[src/rtl/boot_pkg.sv]
// Fixed timing only: bit rate and boot timeout are set here and no core parameters override them
`default_nettype none

package boot_pkg;

    // ------------------------------------------------------------------------
    // Timing
    // ------------------------------------------------------------------------
    localparam int unsigned CLKS_PER_BIT        = 8;     // Clocks per serial bit
    localparam int unsigned BIT_CNT_W           = $clog2(CLKS_PER_BIT);
    localparam int unsigned BOOT_TIMEOUT_CYCLES = 2000;  // Wait for first 'A'
    localparam int unsigned TIMEOUT_W           = $clog2(BOOT_TIMEOUT_CYCLES);
    localparam int unsigned WORD_COUNT_W        = 18;    // Image size counter

    // ------------------------------------------------------------------------
    // Data types
    // ------------------------------------------------------------------------
    typedef logic [7:0]              byte_t;    // One serial byte
    typedef logic [31:0]             word_t;    // Memory word, also the address
    typedef logic [WORD_COUNT_W-1:0] wcount_t;  // Words minus one

    // Protocol characters
    localparam byte_t CH_U = 8'h55;
    localparam byte_t CH_S = 8'h53;
    localparam byte_t CH_B = 8'h42;
    localparam byte_t CH_A = 8'h41;
    localparam byte_t CH_C = 8'h43;
    localparam byte_t CH_K = 8'h4B;

    // Boot sequencer states
    typedef enum logic [3:0] {
        IDLE,        // Clear counters, start header
        SEND_HDR,    // "USB"
        WAIT_ACK,    // Expect "ACK" or time out
        GET_SIZE,    // Three size bytes, low first
        SEND_KCA,    // Size acknowledge
        GET_DATA,    // Four bytes per word
        APB_SETUP,
        APB_ACCESS,
        SEND_ACK,    // Image done
        DRAIN,       // Let the last stop bit finish
        DONE         // Core released
    } boot_state_e;

    // Frame phases, receiver and transmitter alike
    typedef enum logic [1:0] {IDLE_BIT, START_BIT, DATA_BITS, STOP_BIT} uart_bit_e;

endpackage

`default_nettype wire
[src/rtl/serial_byte_if.sv]
// Byte handshake only: rx_valid has no back-pressure, tx_start is legal only while tx_busy is low
`timescale 1ns/1ps
`default_nettype none

interface serial_byte_if import boot_pkg::*; ();

    // Receive direction
    byte_t rx_data;   // Valid with rx_valid
    logic  rx_valid;  // One-cycle pulse per frame

    // Transmit direction
    byte_t tx_data;
    logic  tx_start;  // Single cycle request
    logic  tx_busy;   // High from the cycle after tx_start to end of stop bit

    // Serial receiver drives the byte and its strobe
    modport rx_side (output rx_data, rx_valid);

    // Serial transmitter takes the byte, reports busy
    modport tx_side (input tx_data, tx_start, output tx_busy);

    // Boot sequencer
    modport ctrl (
        input  rx_data, rx_valid, tx_busy,
        output tx_data, tx_start
    );

endinterface

`default_nettype wire

[src/rtl/uart_boot_top.sv]
// Single clock domain; the serial input is synchronized inside, APB pslverr is not observed
`timescale 1ns/1ps
`default_nettype none

module uart_boot_top (
    input  logic        clk,
    input  logic        rst,
    // Serial line
    input  logic        uart_rx_i,
    output logic        uart_tx_o,
    // Core control
    output logic        boot_reset_core_o,
    // APB write master
    output logic [31:0] paddr_o,
    output logic [31:0] pwdata_o,
    output logic        psel_o,
    output logic        penable_o,
    input  logic        pready_i
);

    // ------------------------------------------------------------------------
    // Byte link between the serial parts and the sequencer
    // ------------------------------------------------------------------------
    serial_byte_if link_if ();

    uart_rx_core u_rx (
        .clk  (clk),
        .rst  (rst),
        .rx_i (uart_rx_i),
        .link (link_if.rx_side)
    );

    uart_tx_core u_tx (
        .clk  (clk),
        .rst  (rst),
        .tx_o (uart_tx_o),
        .link (link_if.tx_side)
    );

    // Protocol and memory writes
    boot_sequencer u_seq (
        .clk               (clk),
        .rst               (rst),
        .link              (link_if.ctrl),
        .boot_reset_core_o (boot_reset_core_o),
        .paddr_o           (paddr_o),
        .pwdata_o          (pwdata_o),
        .psel_o            (psel_o),
        .penable_o         (penable_o),
        .pready_i          (pready_i)
    );

endmodule

`default_nettype wire

[src/rtl/boot_sequencer.sv]
// Writes only full words from address 0; bytes arriving during a stalled APB access are lost
`timescale 1ns/1ps
`default_nettype none

module boot_sequencer import boot_pkg::*; (
    input  logic           clk,
    input  logic           rst,
    serial_byte_if.ctrl    link,
    output logic           boot_reset_core_o,  // Holds the core until DONE
    // APB write master
    output word_t          paddr_o,
    output word_t          pwdata_o,
    output logic           psel_o,
    output logic           penable_o,
    input  logic           pready_i
);

    boot_state_e          state_q;
    logic [1:0]           chr_idx_q;   // Character in a three-char token
    logic [1:0]           byte_idx_q;  // Size or data byte
    wcount_t              size_q;      // Word count minus one
    wcount_t              word_cnt_q;  // Words written so far
    word_t                addr_q;
    word_t                wdata_q;
    logic [TIMEOUT_W-1:0] tmo_cnt_q;
    logic                 tmo_hit;
    logic                 send_state;
    logic                 tx_fire;
    logic                 rst_core_q;

    // Token characters, by state and position
    function automatic byte_t tok_char(input boot_state_e st, input logic [1:0] idx);
        byte_t c;
        case (st)
            SEND_HDR: c = (idx == 2'd0) ? CH_U : (idx == 2'd1) ? CH_S : CH_B;
            SEND_KCA: c = (idx == 2'd0) ? CH_K : (idx == 2'd1) ? CH_C : CH_A;
            default:  c = (idx == 2'd0) ? CH_A : (idx == 2'd1) ? CH_C : CH_K;  // "ACK"
        endcase
        return c;
    endfunction

    // ------------------------------------------------------------------------
    // Transmit request, only while the transmitter is free
    // ------------------------------------------------------------------------
    assign send_state    = (state_q == SEND_HDR) || (state_q == SEND_KCA) ||
                           (state_q == SEND_ACK);
    assign tx_fire       = send_state && !link.tx_busy;
    assign link.tx_start = tx_fire;
    assign link.tx_data  = tok_char(state_q, chr_idx_q);

    // Timeout, counts only while waiting for the first 'A'
    always_ff @(posedge clk) begin
        if (rst || state_q != WAIT_ACK || chr_idx_q != 2'd0) tmo_cnt_q <= '0;
        else tmo_cnt_q <= tmo_cnt_q + TIMEOUT_W'(1);
    end

    assign tmo_hit = (tmo_cnt_q == TIMEOUT_W'(BOOT_TIMEOUT_CYCLES - 1));

    // ------------------------------------------------------------------------
    // Protocol FSM
    // ------------------------------------------------------------------------
    always_ff @(posedge clk) begin
        if (rst) begin
            state_q    <= IDLE;
            chr_idx_q  <= '0;
            byte_idx_q <= '0;
            word_cnt_q <= '0;
            addr_q     <= '0;
        end else begin
            case (state_q)
                IDLE: begin
                    chr_idx_q  <= '0;
                    byte_idx_q <= '0;
                    word_cnt_q <= '0;
                    addr_q     <= '0;
                    state_q    <= SEND_HDR;
                end
                SEND_HDR, SEND_KCA, SEND_ACK: begin
                    if (tx_fire) begin
                        if (chr_idx_q == 2'd2) begin
                            chr_idx_q  <= '0;
                            byte_idx_q <= '0;
                            case (state_q)
                                SEND_HDR: state_q <= WAIT_ACK;
                                SEND_KCA: state_q <= GET_DATA;
                                default:  state_q <= DRAIN;
                            endcase
                        end else begin
                            chr_idx_q <= chr_idx_q + 2'd1;
                        end
                    end
                end
                WAIT_ACK: begin
                    if (link.rx_valid) begin
                        if (link.rx_data == tok_char(WAIT_ACK, chr_idx_q)) begin
                            if (chr_idx_q == 2'd2) begin
                                chr_idx_q <= '0;
                                state_q   <= GET_SIZE;
                            end else begin
                                chr_idx_q <= chr_idx_q + 2'd1;
                            end
                        end else begin
                            state_q <= IDLE;  // Wrong char, header again
                        end
                    end else if (tmo_hit) begin
                        state_q <= DONE;  // No host, boot what is there
                    end
                end
                GET_SIZE: begin
                    if (link.rx_valid) begin
                        case (byte_idx_q)
                            2'd0:    size_q[7:0]                <= link.rx_data;
                            2'd1:    size_q[15:8]               <= link.rx_data;
                            default: size_q[WORD_COUNT_W-1:16] <= link.rx_data[1:0];
                        endcase
                        if (byte_idx_q == 2'd2) state_q <= SEND_KCA;
                        else byte_idx_q <= byte_idx_q + 2'd1;
                    end
                end
                GET_DATA: begin
                    if (link.rx_valid) begin
                        wdata_q[byte_idx_q*8 +: 8] <= link.rx_data;  // Little endian
                        byte_idx_q                 <= byte_idx_q + 2'd1;  // Wraps to 0
                        if (byte_idx_q == 2'd3) state_q <= APB_SETUP;
                    end
                end
                APB_SETUP: state_q <= APB_ACCESS;
                APB_ACCESS: begin
                    if (pready_i) begin
                        addr_q <= addr_q + word_t'(4);
                        if (word_cnt_q == size_q) begin
                            state_q <= SEND_ACK;  // Last word written
                        end else begin
                            word_cnt_q <= word_cnt_q + wcount_t'(1);
                            state_q    <= GET_DATA;
                        end
                    end
                end
                DRAIN: if (!link.tx_busy) state_q <= DONE;
                DONE:  state_q <= DONE;
                default: state_q <= IDLE;
            endcase
        end
    end

    // Core released one cycle after DONE
    always_ff @(posedge clk) begin
        if (rst) rst_core_q <= 1'b1;
        else rst_core_q <= (state_q != DONE);
    end

    assign boot_reset_core_o = rst_core_q;

    // APB, write only
    assign psel_o    = (state_q == APB_SETUP) || (state_q == APB_ACCESS);
    assign penable_o = (state_q == APB_ACCESS);
    assign paddr_o   = addr_q;
    assign pwdata_o  = wdata_q;  // Stable until the next data byte

endmodule

`default_nettype wire

[src/rtl/uart_tx_core.sv]
// 8N1 only; requests while busy are not queued and must be held off by the caller
`timescale 1ns/1ps
`default_nettype none

module uart_tx_core import boot_pkg::*; (
    input  logic                 clk,
    input  logic                 rst,
    output logic                 tx_o,  // Serial line, idles high
    serial_byte_if.tx_side       link
);

    uart_bit_e            phase_q;
    logic [BIT_CNT_W-1:0] cnt_q;
    logic [2:0]           bit_idx_q;  // Data bit in flight
    logic [9:0]           frame_q;    // Stop, data, start; bit 0 on the line
    logic                 bit_end;

    assign bit_end = (cnt_q == BIT_CNT_W'(CLKS_PER_BIT - 1));

    // ------------------------------------------------------------------------
    // Frame shifter
    // ------------------------------------------------------------------------
    always_ff @(posedge clk) begin
        if (rst) begin
            phase_q   <= IDLE_BIT;
            cnt_q     <= '0;
            bit_idx_q <= '0;
            frame_q   <= '1;  // Line high out of reset
        end else begin
            if (phase_q == IDLE_BIT) begin
                cnt_q     <= '0;
                bit_idx_q <= '0;
                if (link.tx_start) begin
                    frame_q <= {1'b1, link.tx_data, 1'b0};
                    phase_q <= START_BIT;  // Start bit next cycle
                end
            end else if (bit_end) begin
                cnt_q   <= '0;
                frame_q <= {1'b1, frame_q[9:1]};  // Ones fill in behind
                case (phase_q)
                    START_BIT: phase_q <= DATA_BITS;
                    DATA_BITS: begin
                        if (bit_idx_q == 3'd7) phase_q <= STOP_BIT;
                        else bit_idx_q <= bit_idx_q + 3'd1;
                    end
                    default:   phase_q <= IDLE_BIT;  // Stop bit done
                endcase
            end else begin
                cnt_q <= cnt_q + BIT_CNT_W'(1);
            end
        end
    end

    assign tx_o         = frame_q[0];
    assign link.tx_busy = (phase_q != IDLE_BIT);  // Falls as the stop bit ends

endmodule

`default_nettype wire

[src/rtl/uart_rx_core.sv]
// 8N1 only, no parity, no break detection; a bad stop bit drops the byte silently
`timescale 1ns/1ps
`default_nettype none

module uart_rx_core import boot_pkg::*; (
    input  logic                 clk,
    input  logic                 rst,
    input  logic                 rx_i,  // Asynchronous serial line
    serial_byte_if.rx_side       link
);

    logic [1:0]           sync_q;     // Two-flop synchronizer
    logic                 rx_line;
    uart_bit_e            phase_q;
    logic [BIT_CNT_W-1:0] cnt_q;      // Clocks within the bit
    logic [2:0]           bit_idx_q;  // Data bit number
    byte_t                shift_q;    // LSB arrives first
    logic                 valid_q;

    assign rx_line = sync_q[1];

    // ------------------------------------------------------------------------
    // Frame sampling, mid-bit
    // ------------------------------------------------------------------------
    always_ff @(posedge clk) begin
        if (rst) begin
            sync_q    <= 2'b11;  // Idle line level
            phase_q   <= IDLE_BIT;
            cnt_q     <= '0;
            bit_idx_q <= '0;
            valid_q   <= 1'b0;
        end else begin
            sync_q  <= {sync_q[0], rx_i};
            valid_q <= 1'b0;
            case (phase_q)
                IDLE_BIT: begin
                    cnt_q <= '0;
                    if (!rx_line) phase_q <= START_BIT;  // Falling edge
                end
                START_BIT: begin
                    // Half a bit in, line must still be low
                    if (cnt_q == BIT_CNT_W'(CLKS_PER_BIT / 2 - 1)) begin
                        cnt_q     <= '0;
                        bit_idx_q <= '0;
                        phase_q   <= rx_line ? IDLE_BIT : DATA_BITS;  // Glitch goes back
                    end else begin
                        cnt_q <= cnt_q + BIT_CNT_W'(1);
                    end
                end
                DATA_BITS: begin
                    if (cnt_q == BIT_CNT_W'(CLKS_PER_BIT - 1)) begin
                        cnt_q   <= '0;
                        shift_q <= {rx_line, shift_q[7:1]};
                        if (bit_idx_q == 3'd7) phase_q <= STOP_BIT;
                        else bit_idx_q <= bit_idx_q + 3'd1;
                    end else begin
                        cnt_q <= cnt_q + BIT_CNT_W'(1);
                    end
                end
                STOP_BIT: begin
                    if (cnt_q == BIT_CNT_W'(CLKS_PER_BIT - 1)) begin
                        cnt_q   <= '0;
                        phase_q <= IDLE_BIT;
                        valid_q <= rx_line;  // Framing error gives no strobe
                    end else begin
                        cnt_q <= cnt_q + BIT_CNT_W'(1);
                    end
                end
                default: phase_q <= IDLE_BIT;
            endcase
        end
    end

    assign link.rx_data  = shift_q;  // Held until the next frame shifts in
    assign link.rx_valid = valid_q;

endmodule

`default_nettype wire

[config.mk]
export PLATFORM = sky130hd
export DESIGN_NAME = uart_boot_top
export DESIGN_NICKNAME = d
export VERILOG_FILES = /design/src/rtl/boot_pkg.sv /design/src/rtl/serial_byte_if.sv /design/src/rtl/uart_boot_top.sv /design/src/rtl/boot_sequencer.sv /design/src/rtl/uart_tx_core.sv /design/src/rtl/uart_rx_core.sv
export SDC_FILE = /design/constraint.sdc
export NUM_CORES = 1
export LEC_CHECK = 0
export ABC_AREA = 1
export BUFFER_PORTS_ARGS = -buffer_cell sky130_fd_sc_hd__buf_4
export CORE_ASPECT_RATIO = 1.1
export CORE_UTILIZATION = 62
export CTS_BUF_LIST = sky130_fd_sc_hd__clkbuf_2
export CTS_CLUSTER_DIAMETER = 100
export DETAILED_ROUTE_END_ITERATION = 12
export GPL_TIMING_DRIVEN = 0
export PLACE_DENSITY = 0.83
export SLEW_MARGIN = 20
export SYNTH_ARGS = -nofsm -noshare
export SYNTH_HDL_FRONTEND = slang
export SYNTH_SLANG_ARGS = --single-unit
[constraint.sdc]
create_clock -name clk -period 1.9 [get_ports clk]
set_clock_uncertainty 0.05 [all_clocks]
set_input_delay 0.38 -clock clk [delete_from_list [all_inputs] [get_ports clk]]
set_output_delay 0.38 -clock clk [all_outputs]
set_load 0.005 [all_outputs]
# Word-level counts from Yosys, hierarchy flattened
# Index checks and enable logic that the tools add are counted.
[word_totals]
latchBits = 0
word_cells = 194
n_memories = 0
regBits = 157
romBits = 0
mem_bits_rw = 0
out_inout_bits = 68
[classes]
n_shift = 2
reduce_logical = 40
n_mux = 64
magnitude_cmp = 0
div = 0
n_mul = 0
addsub = 10
n_eq_ne = 52
n_bitwise = 5
[ops]
columns = ["op", "n"]
rows = [
  ["32-bit case mux with 2 select lines", 1],
  ["4-bit two-way mux", 14],
  ["8-bit two-way mux", 6],
  ["2-bit two-way mux", 20],
  ["18-bit two-way mux", 2],
  ["18-bit case mux with 2 select lines", 1],
  ["4-bit case mux with 9 select lines", 1],
  ["5-bit negation with 34-bit output", 1],
  ["8-bit by 34-bit variable shift with 32-bit output, first input constant", 1],
  ["8-bit by 34-bit indexed part select with 32-bit output", 1],
  ["32-bit by 3-bit adder with 32-bit output, second input constant", 1],
  ["32-bit bitwise mux", 1],
  ["32-bit two-way mux", 1],
  ["10-bit two-way mux", 3],
  ["2-bit inequality test, second input constant", 10],
  ["4-bit AND reduction", 5],
  ["18-bit by 1-bit adder with 18-bit output, second input constant", 1],
  ["18-bit == test", 1],
  ["2-bit by 1-bit inequality test with 1-bit output, second input constant", 9],
  ["4-bit by 3-bit == test with 1-bit output, second input constant", 4],
  ["2-bit case mux with 4 select lines", 2],
  ["8-bit case mux with 2 select lines", 1],
  ["3-bit two-way mux", 5],
  ["3-bit AND reduction", 5],
  ["38 further kinds", 76],
]

# Logic depth before layout (Yosys ltp)
[depth]
word_depth = 10
depth_mapped = 13
mapped_depth_nobuf = 13

# Cells and area by module
# Synthesis repeated with hierarchy kept, for this count alone.
[unflattened]
hier_cells = 1015
area_unflattened_um2 = 7935.1
[modules_own_cells]
columns = ["module", "instances", "cells_each", "area_per_inst_um2"]
rows = [
  ["boot_sequencer", 1, 827, 6233.5],
  ["uart_tx_core", 1, 104, 875.8],
  ["uart_rx_core", 1, 84, 825.8],
]

# Least setup slack after synthesis
# OpenSTA, ideal clock, no wires.
[synth_path]
path_type = "register to register"
from = "register u_rx.cnt_q[0]"
to = "register u_rx.shift_q[0] (netlist: u_rx.link.rx_data[0]) (enable)"
n_path_buf = 0
slack_ps = 132
arrival_time_ps = 1335
setup_time_ps = 383
path_stages_with_launch = 5
period_less_slack_ps = 1768
t_required_ps = 1467
cell_sequence = "dfxtp_1 -> ha_1 -> ha_1 -> inv_1 -> nor3_1"
[synth_via]
elab_chain_cells = 2
[synth_lines]
columns = ["item", "line", "rtl"]
rows = [
  ["start, declared", "uart_rx_core.sv:15", "logic [BIT_CNT_W-1:0] cnt_q;"],
  ["start signal, assigned", "uart_rx_core.sv:47", "cnt_q <= cnt_q + BIT_CNT_W'(1);"],
  ["start signal, assigned", "uart_rx_core.sv:57", "cnt_q <= cnt_q + BIT_CNT_W'(1);"],
  ["start signal, assigned", "uart_rx_core.sv:66", "cnt_q <= cnt_q + BIT_CNT_W'(1);"],
  ["3-bit == test", "uart_rx_core.sv:51", "if (cnt_q == BIT_CNT_W'(CLKS_PER_BIT - 1)) begin"],
  ["3-bit AND reduction (no line)", "--", ""],
  ["end signal, assigned", "uart_rx_core.sv:53", "shift_q <= {rx_line, shift_q[7:1]};"],
  ["end, declared", "uart_rx_core.sv:17", "byte_t shift_q;"],
]
# No other way between the ends.
# A chain may end at the register's enable or synchronous reset.

# Worst setup path in the final report
[layout_path]
from = "register u_seq.state_q[3]"
to = "output psel_o"
[layout_via]
elab_chain_cells = 2
[layout_lines]
columns = ["item", "line", "rtl"]
rows = [
  ["start, declared", "boot_sequencer.sv:18", "boot_state_e state_q;"],
  ["start signal, assigned", "boot_sequencer.sv:64", "state_q <= IDLE;"],
  ["start signal, assigned", "boot_sequencer.sv:76", "state_q <= SEND_HDR;"],
  ["start signal, assigned", "boot_sequencer.sv:84", "SEND_HDR: state_q <= WAIT_ACK;"],
  ["4-bit by 3-bit == test with 1-bit output", "boot_sequencer.sv:155", "assign psel_o = (state_q == APB_SETUP) || (state_q == APB_ACCESS);"],
  ["1-bit logical OR *", "boot_sequencer.sv:155", ""],
  ["end, declared", "uart_boot_top.sv:16", "output logic psel_o,"],
]
# Every way passes the cells marked *; elsewhere a longest branch is shown, timed or not.

==> flow_metrics.tcl <==
set metrics [dict create \
    crit_family "flip-flops" \
    cts.sink_count 154 \
    slowest_stage "dfxtp_4" \
    synthTopCellsByCount "nand2_1 (218), nor2_1 (146), inv_1 (126), dfxtp_1 (96), nand3_1 (66)" \
    num_rows 42 \
    critical_path_class "reg -> out" \
    async_flop_share_pct 0 \
    syn_area_per_cell_um2 7.79 \
    tns_ps -307 \
    grt_max_degree 17 \
    critical_path.max_stage_delay_ps 410 \
    period_needed_ps 2050 \
    coreArea_um2 12100 \
    layout-drive-gt1-share_pct 20.9 \
    yosysUniqueCellTypes 46 \
    synth-edff-count 58 \
    cts_tree "built" \
    rsz0062_at_grt "true" \
    ys.flop_type "dfxtp_1" \
    hold_viol_final 0 \
    globalplace.congestion 0.886 \
    syn_area_um2 7690 \
    totalWireLength_um 17800 \
    first_pass_iters 8 \
    grt_pass1_wl_um 28800 \
    clk_latency_ps 770 \
    clk_pin_slew_ps 240 \
    maxCapViolCount 0 \
    vdd.ir_drop.worst_v 0.000705 \
    slew_headroom_pct 57.3 \
    synthCells 987 \
    synth_warnings 0 \
    nets 1125 \
    synth_most_common_cell "nand2_1" \
    worst_slew_pin_slew_ps 637 \
    netlist_top_cells_area "dfxtp_1 (25%), edfxtp_1 (23%), nand2_1 (11%)" \
    wl_per_cell_um 14.1 \
    grt_usage_pct 28.5 \
    p_per_area_nw_per_um2 894 \
    ys_ff_latch 154 \
    endpoint "psel_o" \
    numCtsBuffers 17 \
    p_leak_nw 3.76 \
    yosys.area.top_type "dfxtp_1" \
    rrSetupSlack_ps 0 \
    endpoint_kind "output port" \
    vias 6949 \
    reg2reg_from "u_seq.state_q[1]$_SDFFE_PP0P_" \
    setup_viol 4 \
    start_util_pct 63.7 \
    die_area_um2 12900 \
    hp-class "in -> reg" \
    fin_ws_ps -152 \
    area_growth_pct 18.1 \
    clockBufferDepth 2 \
    cts_max_level 4 \
    port_buffers 69 \
    via_per_inst 5.49 \
    rr_worst_depth 9 \
    dr.first_iter.drc_count 555 \
    hold_depth 3 \
    diodes 0 \
    worstSetupStartpointType "flop" \
    violations "negative setup slack" \
    seq_area_frac_synth_pct 47.6 \
    synth_top_area_share_pct 25.0 \
    rr_endpoint "u_seq.paddr_o[13]$_SDFFE_PP0P_" \
    outcome "finished with violations" \
    grt_pass1_vias 6496 \
    dieWidth_um 108 \
    max_freq_mhz 487 \
    finalCritPeriodShare_pct 108 \
    dp_hpwl_um 12300 \
    cp.buffers_inverters 3 \
    cp.arrival_ps 1620 \
    finalNonFillerCells 1266 \
    overflow 0 \
    cp-startpoint "u_seq.state_q[3]$_SDFFE_PP0P_" \
    antenna_found_initial 0 \
    post-place-cells 1211 \
    worstPathRequired_ps 1470 \
    drc 0 \
    fp.dieH_um 119 \
    ios 72 \
    cts-root-buf "clkbuf_2" \
    crit_fanout 3 \
    drtAntennaViolNets 0 \
    maxSlewViolCount 0 \
    path_cells "inv_4, nand2_4, buf_4, nor2_4, buf_6" \
    cp.depth 5 \
]
cell families after synthesis:
logic type	Yosys count	share of synthesized area, %
AOI/OAI and AO/OA	119	8.44
xor gates and xnor gates	22	2.50
adders and majority gates	22	3.58
buffers and inverters	154	8.03
DFF	154	47.6
other	1	0.0487
and+or+nand+nor	515	29.8
routing by layer:
metal  GRT usage [%]  up-vias  routed length, um
met5               0        -                  0
li1                -     3442                  -
met4            12.9        0                486
met1            34.7     3233               7430
met2            48.3      229               8840
met3            5.53       45               1040
through the flow:
step	worst slack, ps	hold slack, ps	total power, mW	instance area (um2)	utilization (%)
floorplan	132	339	5.43	7700	-
global placement	-259	341	5.96	8410	69.6
detailed placement	-284	348	6.01	8410	69.6
CTS	-282	211	7.83	8860	73.3
global route	-257	245	8.61	9090	75.2
finish	-152	288	8.13	9090	75.2
report_power, final:
part           switching, mW  total [mW]  leakage [nW]  internal [mW]
combinational           1.76        2.64          2.26          0.883
clock                   1.31        1.70         0.131          0.396
sequential             0.152        3.78          1.36           3.63
worst min-delay path by stage:
| stage | startpoint | to |
|---|---|---|
| after floorplan | u_rx.sync_q[0]$_SDFF_PP1_ | u_rx.sync_q[1]$_SDFF_PP1_ |
| after global placement | u_rx.sync_q[0]$_SDFF_PP1_ | u_rx.sync_q[1]$_SDFF_PP1_ |
| after detailed placement | u_rx.sync_q[0]$_SDFF_PP1_ | u_rx.sync_q[1]$_SDFF_PP1_ |
| after CTS | uart_rx_i | u_rx.sync_q[0]$_SDFF_PP1_ |
| after global routing | uart_rx_i | u_rx.sync_q[0]$_SDFF_PP1_ |
| final | uart_rx_i | u_rx.sync_q[0]$_SDFF_PP1_ |
placed cells by master, fill, tap and decap left out, drive strengths merged, types with 2 or more instances in the layout:
cell / instances
nand2: 225
nor2: 154
inv: 141
buf: 102
dfxtp: 96
nand3: 68
a21oi: 64
edfxtp: 58
o21ai: 39
nor3: 30
nand4: 26
clkbuf: 26
ha: 22
xor2: 17
xnor2: 5
or2: 4
nor4: 4
clkinv: 4
o2111ai: 3
dlygate4sd3: 3
o211ai: 2
o211a: 2
a21o: 2
o21a: 2
o221ai: 2
conb: 2
clkinvlp: 2
nor3b: 2
what timing repair did:
item | in CTS | in global routing
gates cloned | 0 | 0
resized for setup | 46 | 56
hold buffers | 3 | 0
endpoints found under the hold margin | 18 | 0
endpoints found under the setup margin | 83 | 120
buffers inserted | 10 | 12
pin swaps | 5 | 7
state kept, by name (all words and copies together), names as in the netlist, 4 cells and up:
register	cells
u_seq.state_q	4
u_seq.paddr_o	30
u_seq.pwdata_o	32
u_tx.frame_q	9
u_seq.size_q	18
u_rx.link.rx_data	8
u_seq.word_cnt_q	18
u_seq.tmo_cnt_q	11
worst min-delay path: cells and delay by family:
kind | cells | cell delay, ps
AND/OR/NAND/NOR | 1 | 80
buffers and inverters | 2 | 630
area by class of cell:
type	instances	area (um2)
Timing Repair Buffer	94	728
Sequential cell	154	3710
Clock inverter	15	130
Fill cell	876	3000
Clock buffer	17	85.1
Buffer	20	121
Multi-Input combinational cell	680	3610
Inverter	132	500
Tap cell	154	193
Note: power is estimated with default switching activity, not from simulation.
